**src/apb_pkg.sv**
```systemverilog
/* APB bus definitions
 * Address and data widths, plus the packed request and response structs
 */
package apb_pkg;

   localparam int addr_w = 16;
   localparam int data_w = 32;

   // Requester to completer
   typedef struct packed {
      logic [addr_w-1:0] paddr;
      logic              psel;
      logic              penable;  // High in the access phase
      logic              pwrite;
      logic [data_w-1:0] pwdata;
   } apb_req_t;

   // Completer to requester
   typedef struct packed {
      logic [data_w-1:0] prdata;
      logic              pready;
      logic              pslverr;  // Unmapped bank
   } apb_rsp_t;

endpackage

```
**src/periph_map_pkg.sv**
```systemverilog
/* Peripheral address map
 * Bank numbers, register offsets, interrupt layout and reset values
 */
package periph_map_pkg;

   ////////////////////////////////////////////////////////////////////////////
   // Banks, 4 KB each

   localparam int bank_lsb   = 12;  // paddr[15:12] picks the bank
   localparam int nr_banks   = 16;

   localparam int bank_gpio  = 6;
   localparam int bank_intc  = 7;
   localparam int bank_pctrs = 12;

   ////////////////////////////////////////////////////////////////////////////
   // Register offsets within a bank

   typedef logic [bank_lsb-1:0] ofs_t;

   localparam ofs_t gpio_out_ofs    = 'h0;
   localparam ofs_t gpio_in_ofs     = 'h4;

   localparam ofs_t intc_status_ofs = 'h0;
   localparam ofs_t intc_enable_ofs = 'h4;
   localparam ofs_t intc_clear_ofs  = 'h8;  // Write 1 to clear

   localparam ofs_t pctr_lo_ofs     = 'h0;
   localparam ofs_t pctr_hi_ofs     = 'h4;  // Snapshot taken on low read
   localparam ofs_t pctr_ctrl_ofs   = 'h8;

   // Interrupt sources, level ones first then rising edge
   localparam int nr_irqs  = 6;
   localparam int nr_level = 4;

   typedef logic [nr_irqs-1:0] irq_vec_t;

   // Reset values
   localparam logic [31:0] gpio_out_rst    = 32'h0;
   localparam irq_vec_t    intc_enable_rst = '0;

endpackage

```
**src/apb_bank_decode.sv**
```systemverilog
/* APB bank decoder
 * Qualifies psel per 4 KB bank and merges the device read data into one response
 */
`timescale 1ns/1ps

module apb_bank_decode (
   input  apb_pkg::apb_req_t           apb_req,
   output apb_pkg::apb_rsp_t           apb_rsp,

   output apb_pkg::apb_req_t           gpio_req,
   output apb_pkg::apb_req_t           intc_req,
   output apb_pkg::apb_req_t           pctr_req,

   input  logic [apb_pkg::data_w-1:0]  gpio_rdata,
   input  logic [apb_pkg::data_w-1:0]  intc_rdata,
   input  logic [apb_pkg::data_w-1:0]  pctr_rdata
);

   logic [$clog2(periph_map_pkg::nr_banks)-1:0] bank;
   logic                                        access;

   assign bank   = apb_req.paddr[periph_map_pkg::bank_lsb +: $clog2(periph_map_pkg::nr_banks)];
   assign access = apb_req.psel && apb_req.penable;

   ////////////////////////////////////////////////////////////////////////////
   // Request fan-out

   always_comb begin
      gpio_req      = apb_req;
      intc_req      = apb_req;
      pctr_req      = apb_req;
      gpio_req.psel = apb_req.psel && (bank == periph_map_pkg::bank_gpio);
      intc_req.psel = apb_req.psel && (bank == periph_map_pkg::bank_intc);
      pctr_req.psel = apb_req.psel && (bank == periph_map_pkg::bank_pctrs);
   end

   ////////////////////////////////////////////////////////////////////////////
   // Response merge

   // No device inserts wait states
   always_comb begin
      apb_rsp.pready  = access;
      apb_rsp.pslverr = 1'b0;
      case (bank)
         periph_map_pkg::bank_gpio: begin
            apb_rsp.prdata = gpio_rdata;
         end
         periph_map_pkg::bank_intc: begin
            apb_rsp.prdata = intc_rdata;
         end
         periph_map_pkg::bank_pctrs: begin
            apb_rsp.prdata = pctr_rdata;
         end
         default: begin
            apb_rsp.prdata  = '0;
            apb_rsp.pslverr = access;  // Hole in the map
         end
      endcase
   end

endmodule

```
**src/apb_gpio.sv**
```systemverilog
/* GPIO
 * 32-bit output register and a synchronized 32-bit input port
 */
`timescale 1ns/1ps

module apb_gpio (
   input  logic                        clk,
   input  logic                        arst_n,
   input  apb_pkg::apb_req_t           apb_req,
   output logic [apb_pkg::data_w-1:0]  rdata,
   input  logic [apb_pkg::data_w-1:0]  gpio_in,
   output logic [apb_pkg::data_w-1:0]  gpio_out
);

   logic [apb_pkg::data_w-1:0] in_meta;   // First sync stage
   logic [apb_pkg::data_w-1:0] in_sync;
   periph_map_pkg::ofs_t       ofs;
   logic                       wr_en;

   assign ofs   = apb_req.paddr[periph_map_pkg::bank_lsb-1:0];
   assign wr_en = apb_req.psel && apb_req.penable && apb_req.pwrite;

   // Output port, written on the completing edge
   always_ff @(posedge clk or negedge arst_n) begin
      if (!arst_n) begin
         gpio_out <= periph_map_pkg::gpio_out_rst;
      end else if (wr_en && ofs == periph_map_pkg::gpio_out_ofs) begin
         gpio_out <= apb_req.pwdata;
      end
   end

   // Two-flop synchronizer
   always_ff @(posedge clk or negedge arst_n) begin
      if (!arst_n) begin
         in_meta <= '0;
         in_sync <= '0;
      end else begin
         in_meta <= gpio_in;
         in_sync <= in_meta;
      end
   end

   // Writes to the input offset fall through here
   always_comb begin
      case (ofs)
         periph_map_pkg::gpio_out_ofs: rdata = gpio_out;
         periph_map_pkg::gpio_in_ofs:  rdata = in_sync;
         default:                      rdata = '0;
      endcase
   end

endmodule

```
**src/apb_intc.sv**
```systemverilog
/* Interrupt controller
 * Level sources pass straight through, edge sources latch until cleared
 */
`timescale 1ns/1ps

module apb_intc (
   input  logic                        clk,
   input  logic                        arst_n,
   input  apb_pkg::apb_req_t           apb_req,
   output logic [apb_pkg::data_w-1:0]  rdata,
   input  periph_map_pkg::irq_vec_t    irq_src,
   output logic                        irq
);

   periph_map_pkg::irq_vec_t src_q;     // Sampled sources
   periph_map_pkg::irq_vec_t pending;
   periph_map_pkg::irq_vec_t enable;

   // Edge sources only, bits nr_level and up
   logic [periph_map_pkg::nr_irqs-periph_map_pkg::nr_level-1:0] edge_prev;
   logic [periph_map_pkg::nr_irqs-periph_map_pkg::nr_level-1:0] edge_pend;
   logic [periph_map_pkg::nr_irqs-periph_map_pkg::nr_level-1:0] edge_rise;
   logic [periph_map_pkg::nr_irqs-periph_map_pkg::nr_level-1:0] edge_clr;

   periph_map_pkg::ofs_t ofs;
   logic                 wr_en;

   assign ofs   = apb_req.paddr[periph_map_pkg::bank_lsb-1:0];
   assign wr_en = apb_req.psel && apb_req.penable && apb_req.pwrite;

   ////////////////////////////////////////////////////////////////////////////
   // Source sampling and edge capture

   always_ff @(posedge clk or negedge arst_n) begin
      if (!arst_n) begin
         src_q     <= '0;
         edge_prev <= '0;
      end else begin
         src_q     <= irq_src;
         edge_prev <= src_q[periph_map_pkg::nr_irqs-1:periph_map_pkg::nr_level];
      end
   end

   assign edge_rise = src_q[periph_map_pkg::nr_irqs-1:periph_map_pkg::nr_level] & ~edge_prev;

   // Clear mask from the write data, edge bits only
   always_comb begin
      edge_clr = '0;
      if (wr_en && ofs == periph_map_pkg::intc_clear_ofs) begin
         edge_clr = apb_req.pwdata[periph_map_pkg::nr_irqs-1:periph_map_pkg::nr_level];
      end
   end

   // A new edge wins over a clear in the same cycle
   always_ff @(posedge clk or negedge arst_n) begin
      if (!arst_n) begin
         edge_pend <= '0;
      end else begin
         edge_pend <= (edge_pend & ~edge_clr) | edge_rise;
      end
   end

   assign pending = {edge_pend, src_q[periph_map_pkg::nr_level-1:0]};

   ////////////////////////////////////////////////////////////////////////////
   // Enable mask and output

   always_ff @(posedge clk or negedge arst_n) begin
      if (!arst_n) begin
         enable <= periph_map_pkg::intc_enable_rst;
      end else if (wr_en && ofs == periph_map_pkg::intc_enable_ofs) begin
         enable <= apb_req.pwdata[periph_map_pkg::nr_irqs-1:0];
      end
   end

   assign irq = |(pending & enable);

   always_comb begin
      rdata = '0;
      case (ofs)
         periph_map_pkg::intc_status_ofs: rdata[periph_map_pkg::nr_irqs-1:0] = pending;
         periph_map_pkg::intc_enable_ofs: rdata[periph_map_pkg::nr_irqs-1:0] = enable;
         default:                         rdata = '0;  // Clear reads as zero
      endcase
   end

endmodule

```
**src/apb_pctrs.sv**
```systemverilog
/* Cycle counter
 * Free-running 64-bit count with a high word captured on each low-word read
 */
`timescale 1ns/1ps

module apb_pctrs (
   input  logic                        clk,
   input  logic                        arst_n,
   input  apb_pkg::apb_req_t           apb_req,
   output logic [apb_pkg::data_w-1:0]  rdata
);

   logic [63:0]                count;
   logic [apb_pkg::data_w-1:0] hi_snap;  // Upper half at last low read
   logic                       enable;
   periph_map_pkg::ofs_t       ofs;
   logic                       wr_en;
   logic                       rd_en;

   assign ofs   = apb_req.paddr[periph_map_pkg::bank_lsb-1:0];
   assign wr_en = apb_req.psel && apb_req.penable && apb_req.pwrite;
   assign rd_en = apb_req.psel && apb_req.penable && !apb_req.pwrite;

   always_ff @(posedge clk or negedge arst_n) begin
      if (!arst_n) begin
         count   <= '0;
         hi_snap <= '0;
         enable  <= 1'b0;
      end else begin
         if (wr_en && ofs == periph_map_pkg::pctr_lo_ofs) begin
            count <= '0;                     // Any write to low restarts
         end else if (enable) begin
            count <= count + 64'd1;
         end

         if (wr_en && ofs == periph_map_pkg::pctr_ctrl_ofs) begin
            enable <= apb_req.pwdata[0];
         end

         // Keeps a lo/hi read pair consistent
         if (rd_en && ofs == periph_map_pkg::pctr_lo_ofs) begin
            hi_snap <= count[63:32];
         end
      end
   end

   always_comb begin
      case (ofs)
         periph_map_pkg::pctr_lo_ofs:   rdata = count[31:0];
         periph_map_pkg::pctr_hi_ofs:   rdata = hi_snap;
         periph_map_pkg::pctr_ctrl_ofs: rdata = {31'b0, enable};
         default:                       rdata = '0;
      endcase
   end

endmodule

```
**src/periph_top.sv**
```systemverilog
/* Peripheral subsystem top
 * APB bank decoder with GPIO, interrupt controller and cycle counter behind it
 */
`timescale 1ns/1ps

module periph_top (
   input  logic                        clk,
   input  logic                        arst_n,
   input  apb_pkg::apb_req_t           apb_req,
   output apb_pkg::apb_rsp_t           apb_rsp,
   input  logic [apb_pkg::data_w-1:0]  gpio_in,
   output logic [apb_pkg::data_w-1:0]  gpio_out,
   input  periph_map_pkg::irq_vec_t    irq_src,
   output logic                        irq
);

   apb_pkg::apb_req_t          gpio_req;
   apb_pkg::apb_req_t          intc_req;
   apb_pkg::apb_req_t          pctr_req;
   logic [apb_pkg::data_w-1:0] gpio_rdata;
   logic [apb_pkg::data_w-1:0] intc_rdata;
   logic [apb_pkg::data_w-1:0] pctr_rdata;

   apb_bank_decode decode0 (
      .apb_req    (apb_req),
      .apb_rsp    (apb_rsp),
      .gpio_req   (gpio_req),
      .intc_req   (intc_req),
      .pctr_req   (pctr_req),
      .gpio_rdata (gpio_rdata),
      .intc_rdata (intc_rdata),
      .pctr_rdata (pctr_rdata)
   );

   ////////////////////////////////////////////////////////////////////////////
   // Devices

   apb_gpio gpio0 (              // Bank 6
      .clk      (clk),
      .arst_n   (arst_n),
      .apb_req  (gpio_req),
      .rdata    (gpio_rdata),
      .gpio_in  (gpio_in),
      .gpio_out (gpio_out)
   );

   apb_intc intc0 (              // Bank 7
      .clk     (clk),
      .arst_n  (arst_n),
      .apb_req (intc_req),
      .rdata   (intc_rdata),
      .irq_src (irq_src),
      .irq     (irq)
   );

   apb_pctrs pctrs0 (            // Bank 12
      .clk     (clk),
      .arst_n  (arst_n),
      .apb_req (pctr_req),
      .rdata   (pctr_rdata)
   );

endmodule

```
**config.mk**
```make
export PLATFORM = sky130hd
export DESIGN_NAME = periph_top
export DESIGN_NICKNAME = d
export VERILOG_FILES = /design/src/apb_pkg.sv /design/src/periph_map_pkg.sv /design/src/apb_bank_decode.sv /design/src/apb_gpio.sv /design/src/apb_intc.sv /design/src/apb_pctrs.sv /design/src/periph_top.sv
export SDC_FILE = /design/constraint.sdc
export NUM_CORES = 1
export LEC_CHECK = 0
export BUFFER_PORTS_ARGS = -buffer_cell sky130_fd_sc_hd__buf_4
export CAP_MARGIN = 15
export CELL_PAD_IN_SITES_DETAIL_PLACEMENT = 0
export CELL_PAD_IN_SITES_GLOBAL_PLACEMENT = 1
export CORE_ASPECT_RATIO = 1.5
export CORE_MARGIN = 1
export CORE_UTILIZATION = 42
export CTS_CLUSTER_DIAMETER = 150
export CTS_CLUSTER_SIZE = 14
export DETAILED_ROUTE_END_ITERATION = 8
export PLACE_DENSITY = 0.74
export REMOVE_ABC_BUFFERS = 1
export SYNTH_ARGS = -nofsm -noshare
export SYNTH_HDL_FRONTEND = slang
export SYNTH_HIERARCHICAL = 1
export SYNTH_SLANG_ARGS = --single-unit
```
**constraint.sdc**
```tcl
create_clock -name clk -period 2 [get_ports clk]
set_input_delay 0.1 -clock clk [delete_from_list [all_inputs] [get_ports clk]]
set_output_delay 0.1 -clock clk [all_outputs]
set_load 0.02 [all_outputs]
```
==> results of run 1 <==
## sequential cells by signal (all words and copies together) (netlist names)
register         cells
gpio0/gpio_out      32
intc0/edge_prev      2
intc0/edge_pend      2
intc0/src_q          6
pctrs0/count        64
gpio0/in_meta       32
intc0/enable         6
gpio0/in_sync       32
pctrs0/hi_snap      32
pctrs0/enable        1
## worst max-delay path: stages
cell,delay [ns]
buf_6,0.09
or4_4,0.55
or3_4,0.41
nor3_4,0.24
buf_12,0.16
clkbuf_16,0.16
a22o_1,0.17
o2bb2ai_2,0.12
buf_6,0.14
## routing by layer
| layer | track usage, % | up-vias | routed length, µm |
|---|---|---|---|
| met5 | 0 | - | 0 |
| met4 | 9.872 | 0 | 1282 |
| met3 | 2.500 | 71 | 1209 |
| met2 | 39.73 | 212 | 16030 |
| met1 | 27.52 | 4166 | 12260 |
| li1 | - | 3867 | - |
## stage by stage
step / hold WS [ns] / cells / setup TNS (ns)
global placement: 0.1026 / 1453 / -8.710
global route: 0.1019 / 1569 / -7.690
finish: 0.09779 / 1569 / -6.462
detailed placement: 0.1067 / 1453 / -9.277
CTS: 0.08604 / 1554 / -3.931
floorplan: -0.1956 / 827 / -211.65
## area by class of cell
cell class	count	area share (%)
inverters	8	0.2061
repair buffers	389	23.66
flip-flops and latches	209	35.93
well taps	333	2.859
clock buffers	20	3.289
multi-input cells	610	34.06
## what timing repair did
item,CTS,global route
resized for setup,50,36
setup endpoints to repair,49,59
hold buffers,71,0
hold endpoints to repair,132,0
cloned,3,1
buffers inserted,7,16
pin swaps,12,37
## power breakdown
part           total, mW  internal, mW  switching [mW]
Sequential          4.33          4.30          0.0243
Combinational      0.707         0.365           0.341
Clock               3.14          1.68            1.46
## worst min-delay path by stage
| stage | start | end | slack (ns) |
|---|---|---|---|
| detailed placement | arst_n | pctrs0/hi_snap[7] | 0.11 |
| CTS | apb_req[45] | intc0/enable[5] | 0.09 |
| floorplan | arst_n | gpio0/gpio_out[0] | -0.20 |
| global route | apb_req[45] | intc0/enable[3] | 0.10 |
| global placement | arst_n | pctrs0/hi_snap[9] | 0.10 |
| finish | apb_req[45] | intc0/enable[5] | 0.1 |
==> flow_metrics.py, run 1 <==
metrics = {
    "flow_run": {
        "max_cap_viol_count": 0,
    },
    "global_routing": {
        "grt_pass1_vias": 8625,
        "grt_max_degree": 59,
        "antenna_found_initial": 0,
        "grt_usage_pct": 22.55,
        "grt-ovfl-total": 0,
        "grt_first_pass_wirelength_um": 47400,
    },
    "critical_path": {
        "cp-end-kind": "output port",
        "cp-startpoint": "apb_req[36]",
        "reg2reg_slack_ns": 0,
        "startpoint_type": "input pin",
        "r2r-start": "pctrs0/count[38]",
        "cp_max_fo": 8,
        "r2r-end": "pctrs0/count[48]",
        "required_ns": 1.90,
        "crit_type": "input pin to output port",
        "crit_path_end": "apb_rsp[3]",
        "arrival_ns": 2.14,
        "reg2regPathDepth": 8,
    },
    "run_status": {
        "status": "complete, but fails checks",
        "violations": "setup timing",
    },
    "hold_path": {
        "holdPathStages": 4,
        "hp-class": "input pin to flop",
    },
    "sta": {
        "finalHoldViolCount": 0,
        "drv_slew": 0,
        "fin_crit_ns": 2.244,
        "setup_ws_ns": -0.2436,
        "layout_worst_path_cycle_share_pct": 112.2,
        "rsz0062_at_grt": "true",
        "relSlewSlack_pct": 59.63,
        "max_freq_mhz": 445.7,
        "setup_violations": 31,
        "worst_pin_slew_ns": 0.6056,
        "skew_ns": 0.01541,
    },
    "die": {
        "die_w_um": 134.6,
        "chipHeight_um": 200.9,
        "std_cell_rows": 72,
        "dieArea_um2": 27040,
        "core-area_um2": 25850,
        "num_io_pins": 158,
        "start_util_pct": 42.85,
    },
    "route": {
        "drt_pre_antenna_iters": 5,
        "routed_wl_um": 30780,
        "drt_iter0_markers": 320,
        "wl_per_cell_um": 19.62,
        "ant_nets": 0,
        "drc": 0,
        "routed_via_density": 5.300,
        "via_count": 8316,
    },
    "clock_tree": {
        "cts_root_buf": "clkbuf_16",
        "clk_pin_slew_ns": 0.07,
        "cts_tree": "built",
        "clock_path_buffers": 3,
        "cts_sinks": 209,
        "clk_latency_ns": 0.48,
        "h-tree-depth": 1,
        "cts_made_buffers": 18,
    },
    "placed_design": {
        "place.gp.congestion": 0.8777,
        "place_area_um2": 12780,
        "dp_hpwl_um": 21640,
        "dp_slack_ns": -0.1944,
        "port_buffers": 157,
    },
    "synthesis": {
        "yosys_warnings": 6,
        "synthCells": 962,
        "synth_area_um2": 11080,
        "synth_area_per_cell_um2": 11.52,
    },
    "final_layout": {
        "layout_common_cells": "buf_4, dfrtp_1, nor2_1",
        "layout_commonest_cell": "buf_4",
        "fillCellCount": 2167,
        "finalCoreUtilization_pct": 56.36,
        "drive_gt1_share_pct": 37.54,
        "antennaDiodeCount": 0,
        "final_nets": 1328,
        "area_delta_synth_final_pct": 31.53,
        "design_area_um2": 14570,
        "multi_input_comb_area_um2": 4964,
        "register_area_um2": 5235,
    },
    "power": {
        "power.leakage_nw": 6.897,
        "p_total_mw": 8.177,
        "ir_drop_mv": 0.6563,
        "power.density_nw_per_um2": 561.2,
    },
}
Power figures use the tool's default switching activity.
==> inputs of run 2 (changes only) <==
--- a/config.mk
+++ b/config.mk
@@ -15,6 +15,7 @@
 export CTS_CLUSTER_DIAMETER = 150
 export CTS_CLUSTER_SIZE = 14
 export DETAILED_ROUTE_END_ITERATION = 8
+export MAX_ROUTING_LAYER = met4
 export PLACE_DENSITY = 0.74
 export REMOVE_ABC_BUFFERS = 1
 export SYNTH_ARGS = -nofsm -noshare
==> run 2 against run 1 <==
Effect of this change:
- the run still ends with setup timing left
- clock power hardly changed
- non-clock buffer count is 2 higher
- worst hold slack got worse by 0.0012 ns
- cell count is 0.13% higher
- highest routed layer unchanged
- design area rose by 0.21%
- critical endpoint is now apb_rsp[33]
- critical path depth is the same
- flip-flop and latch count did not move
- sequential power barely moved
- first-iteration DRC count is 15% higher
==> flow_metrics.py, run 2 (synthesized netlist as in run 1, its figures left out) <==
metrics = {
    "sta": {
        "finalHoldViolCount": 0,
        "drv_slew": 0,
        "setup_violations": 37,
        "rsz0062_at_grt": "true",
        "fin_crit_ns": 2.166,
        "setup_ws_ns": -0.1665,
        "layout_worst_path_cycle_share_pct": 108.3,
        "max_freq_mhz": 461.6,
        "skew_ns": 0.01108,
        "worst_pin_slew_ns": 0.6005,
        "relSlewSlack_pct": 59.97,
    },
    "final_layout": {
        "regMostFlops": "pctrs0/count",
        "multi_input_comb_area_um2": 4989,
        "layout_commonest_cell": "buf_4",
        "antennaDiodeCount": 0,
        "layout_common_cells": "buf_4, dfrtp_1, nor2_1",
        "largest_reg_flops": 64,
        "final_nets": 1330,
        "drive_gt1_share_pct": 38.37,
        "fillCellCount": 2176,
        "layout.cells.non_filler": 1571,
        "area_delta_synth_final_pct": 31.80,
        "register_area_um2": 5235,
    },
    "placed_design": {
        "dp.cells": 1453,
        "dp_hpwl_um": 21990,
        "port_buffers": 157,
        "place.gp.congestion": 0.8774,
    },
    "power": {
        "pwr-share-comb_pct": 8.7,
        "power.density_nw_per_um2": 560.8,
        "p_clk_share_pct": 38.5,
        "p_switching_mw": 1.837,
        "p_seq_share_pct": 52.8,
        "p_total_mw": 8.189,
        "p_int_mw": 6.352,
        "swShare_pct": 22.44,
        "power.leakage_nw": 6.905,
        "ir_drop_mv": 0.5720,
    },
    "route": {
        "drc": 0,
        "drt_pre_antenna_iters": 4,
        "wl_per_cell_um": 19.61,
        "routed_via_density": 5.286,
        "drt_iter0_markers": 367,
        "ant_nets": 0,
        "via_count": 8304,
        "routed_wl_um": 30800,
    },
    "global_routing": {
        "antenna_found_initial": 0,
        "grt-ovfl-total": 0,
        "grt_pass1_vias": 8741,
        "grt_first_pass_wirelength_um": 47790,
        "grt_max_degree": 63,
        "grt_usage_pct": 23.44,
    },
    "clock_tree": {
        "clk_pin_slew_ns": 0.07,
        "cts_tree": "built",
        "cts_made_buffers": 18,
        "cts_root_buf": "clkbuf_16",
        "cts_sinks": 209,
        "clock_path_buffers": 3,
        "h-tree-depth": 1,
        "clk_latency_ns": 0.49,
    },
    "critical_path": {
        "cp_max_fo": 7,
        "cp_cell_sequence": "buf_6 -> or4_4 -> or3_4 -> nor3_4 -> buf_6 -> clkbuf_16 -> a22o_1 -> o2bb2ai_1 -> buf_4",
        "slowest_delay_ns": 0.55,
        "cp-end-kind": "output port",
        "crit_type": "input pin to output port",
        "arrival_ns": 2.07,
        "cp_common_cell": "buf_6",
        "startpoint_type": "input pin",
        "cp_slowest_cell": "or4_4",
        "required_ns": 1.90,
    },
    "die": {
        "core-area_um2": 25850,
        "chipHeight_um": 200.9,
        "die_w_um": 134.6,
        "std_cell_rows": 72,
        "num_io_pins": 158,
        "dieArea_um2": 27040,
        "start_util_pct": 42.85,
    },
    "hold_path": {
        "hp-class": "input pin to flop",
    },
    "flow_run": {
        "max_cap_viol_count": 0,
    },
    "run_status": {
        "violations": "setup timing",
        "status": "complete, but fails checks",
    },
}
run 2: changes by cell type in the layout (fill, tap and decap cells not counted), moves of 4 or more:
cell,change
a21oi_1,-6
a21oi_2,+6
buf_6,+4
or3_1,-4
or3_4,+4
run 2: layer usage:
metal  vias to the layer above  GRT usage, %  wire [µm]
li1                       3871             -          -
met1                      4128         27.18      12220
met2                       225         39.93      15940
met3                        80         2.449       1183
met4                         0         11.88       1457
met5                         -             -          0
run 2: area by class of cell:
type,instances,share of cell area [%]
multi-input combinational,610,34.16
timing repair buffer,391,23.64
tap,333,2.853
clock buffer,20,3.282
inverter,8,0.2057
sequential,209,35.85
run 2: timing repair:
action,in CTS,in global routing
gates resized for setup,27,70
buffers inserted,13,12
endpoints found under the setup margin,50,56
endpoints found under the hold margin,146,0
gates cloned,1,2
pin swaps,4,47
hold buffers,71,0
run 2: metrics by stage:
stage / util (%) / hold slack, ns / setup WS (ns) / instance area (µm²) / setup TNS (ns)
after floorplan: - / -0.1956 / -1.620 / 10020 / -211.65
after global placement: 49.47 / 0.1127 / -0.1522 / 12790 / -12.13
after detailed placement: 49.47 / 0.1230 / -0.1835 / 12790 / -12.87
after CTS: 54.92 / 0.08107 / -0.1751 / 14200 / -4.543
after global routing: 56.47 / 0.1041 / -0.2314 / 14600 / -7.326
final: 56.47 / 0.09658 / -0.1665 / 14600 / -4.753
run 2: worst paths after layout:
| kind | end | cells after the start | start | slack, ns |
|---|---|---|---|---|
| worst min register to register | gpio0/in_sync[24] | 0 | gpio0/in_meta[24] | 0.35 |
| worst max register to register | pctrs0/count[48] | 8 | pctrs0/count[34] | -0.07 |
| min in group asynchronous | pctrs0/hi_snap[7] | 2 | arst_n | 0.15 |
| worst max-delay path | apb_rsp[33] | 9 | apb_req[42] | -0.17 |
| worst min-delay path | intc0/enable[5] | 4 | apb_req[45] | 0.1 |
| max in group asynchronous | gpio0/in_sync[2] | 3 | arst_n | 1.12 |
run 2: critical path, delay by kind of cell:
family | cells | cell delay [ns]
AND/OR/NAND/NOR | 3 | 1.11
buffers and inverters | 4 | 0.59
AO/OA/AOI/OAI | 2 | 0.25
run 2: power by group through the flow:
stage	Sequential [mW]	Combinational (mW)	Clock, mW
final	4.33	0.710	3.15
after global routing	4.33	0.766	3.40
after CTS	4.33	0.700	3.27
after detailed placement	4.41	0.568	0
after global placement	4.40	0.564	0
after floorplan	4.40	0.167	0
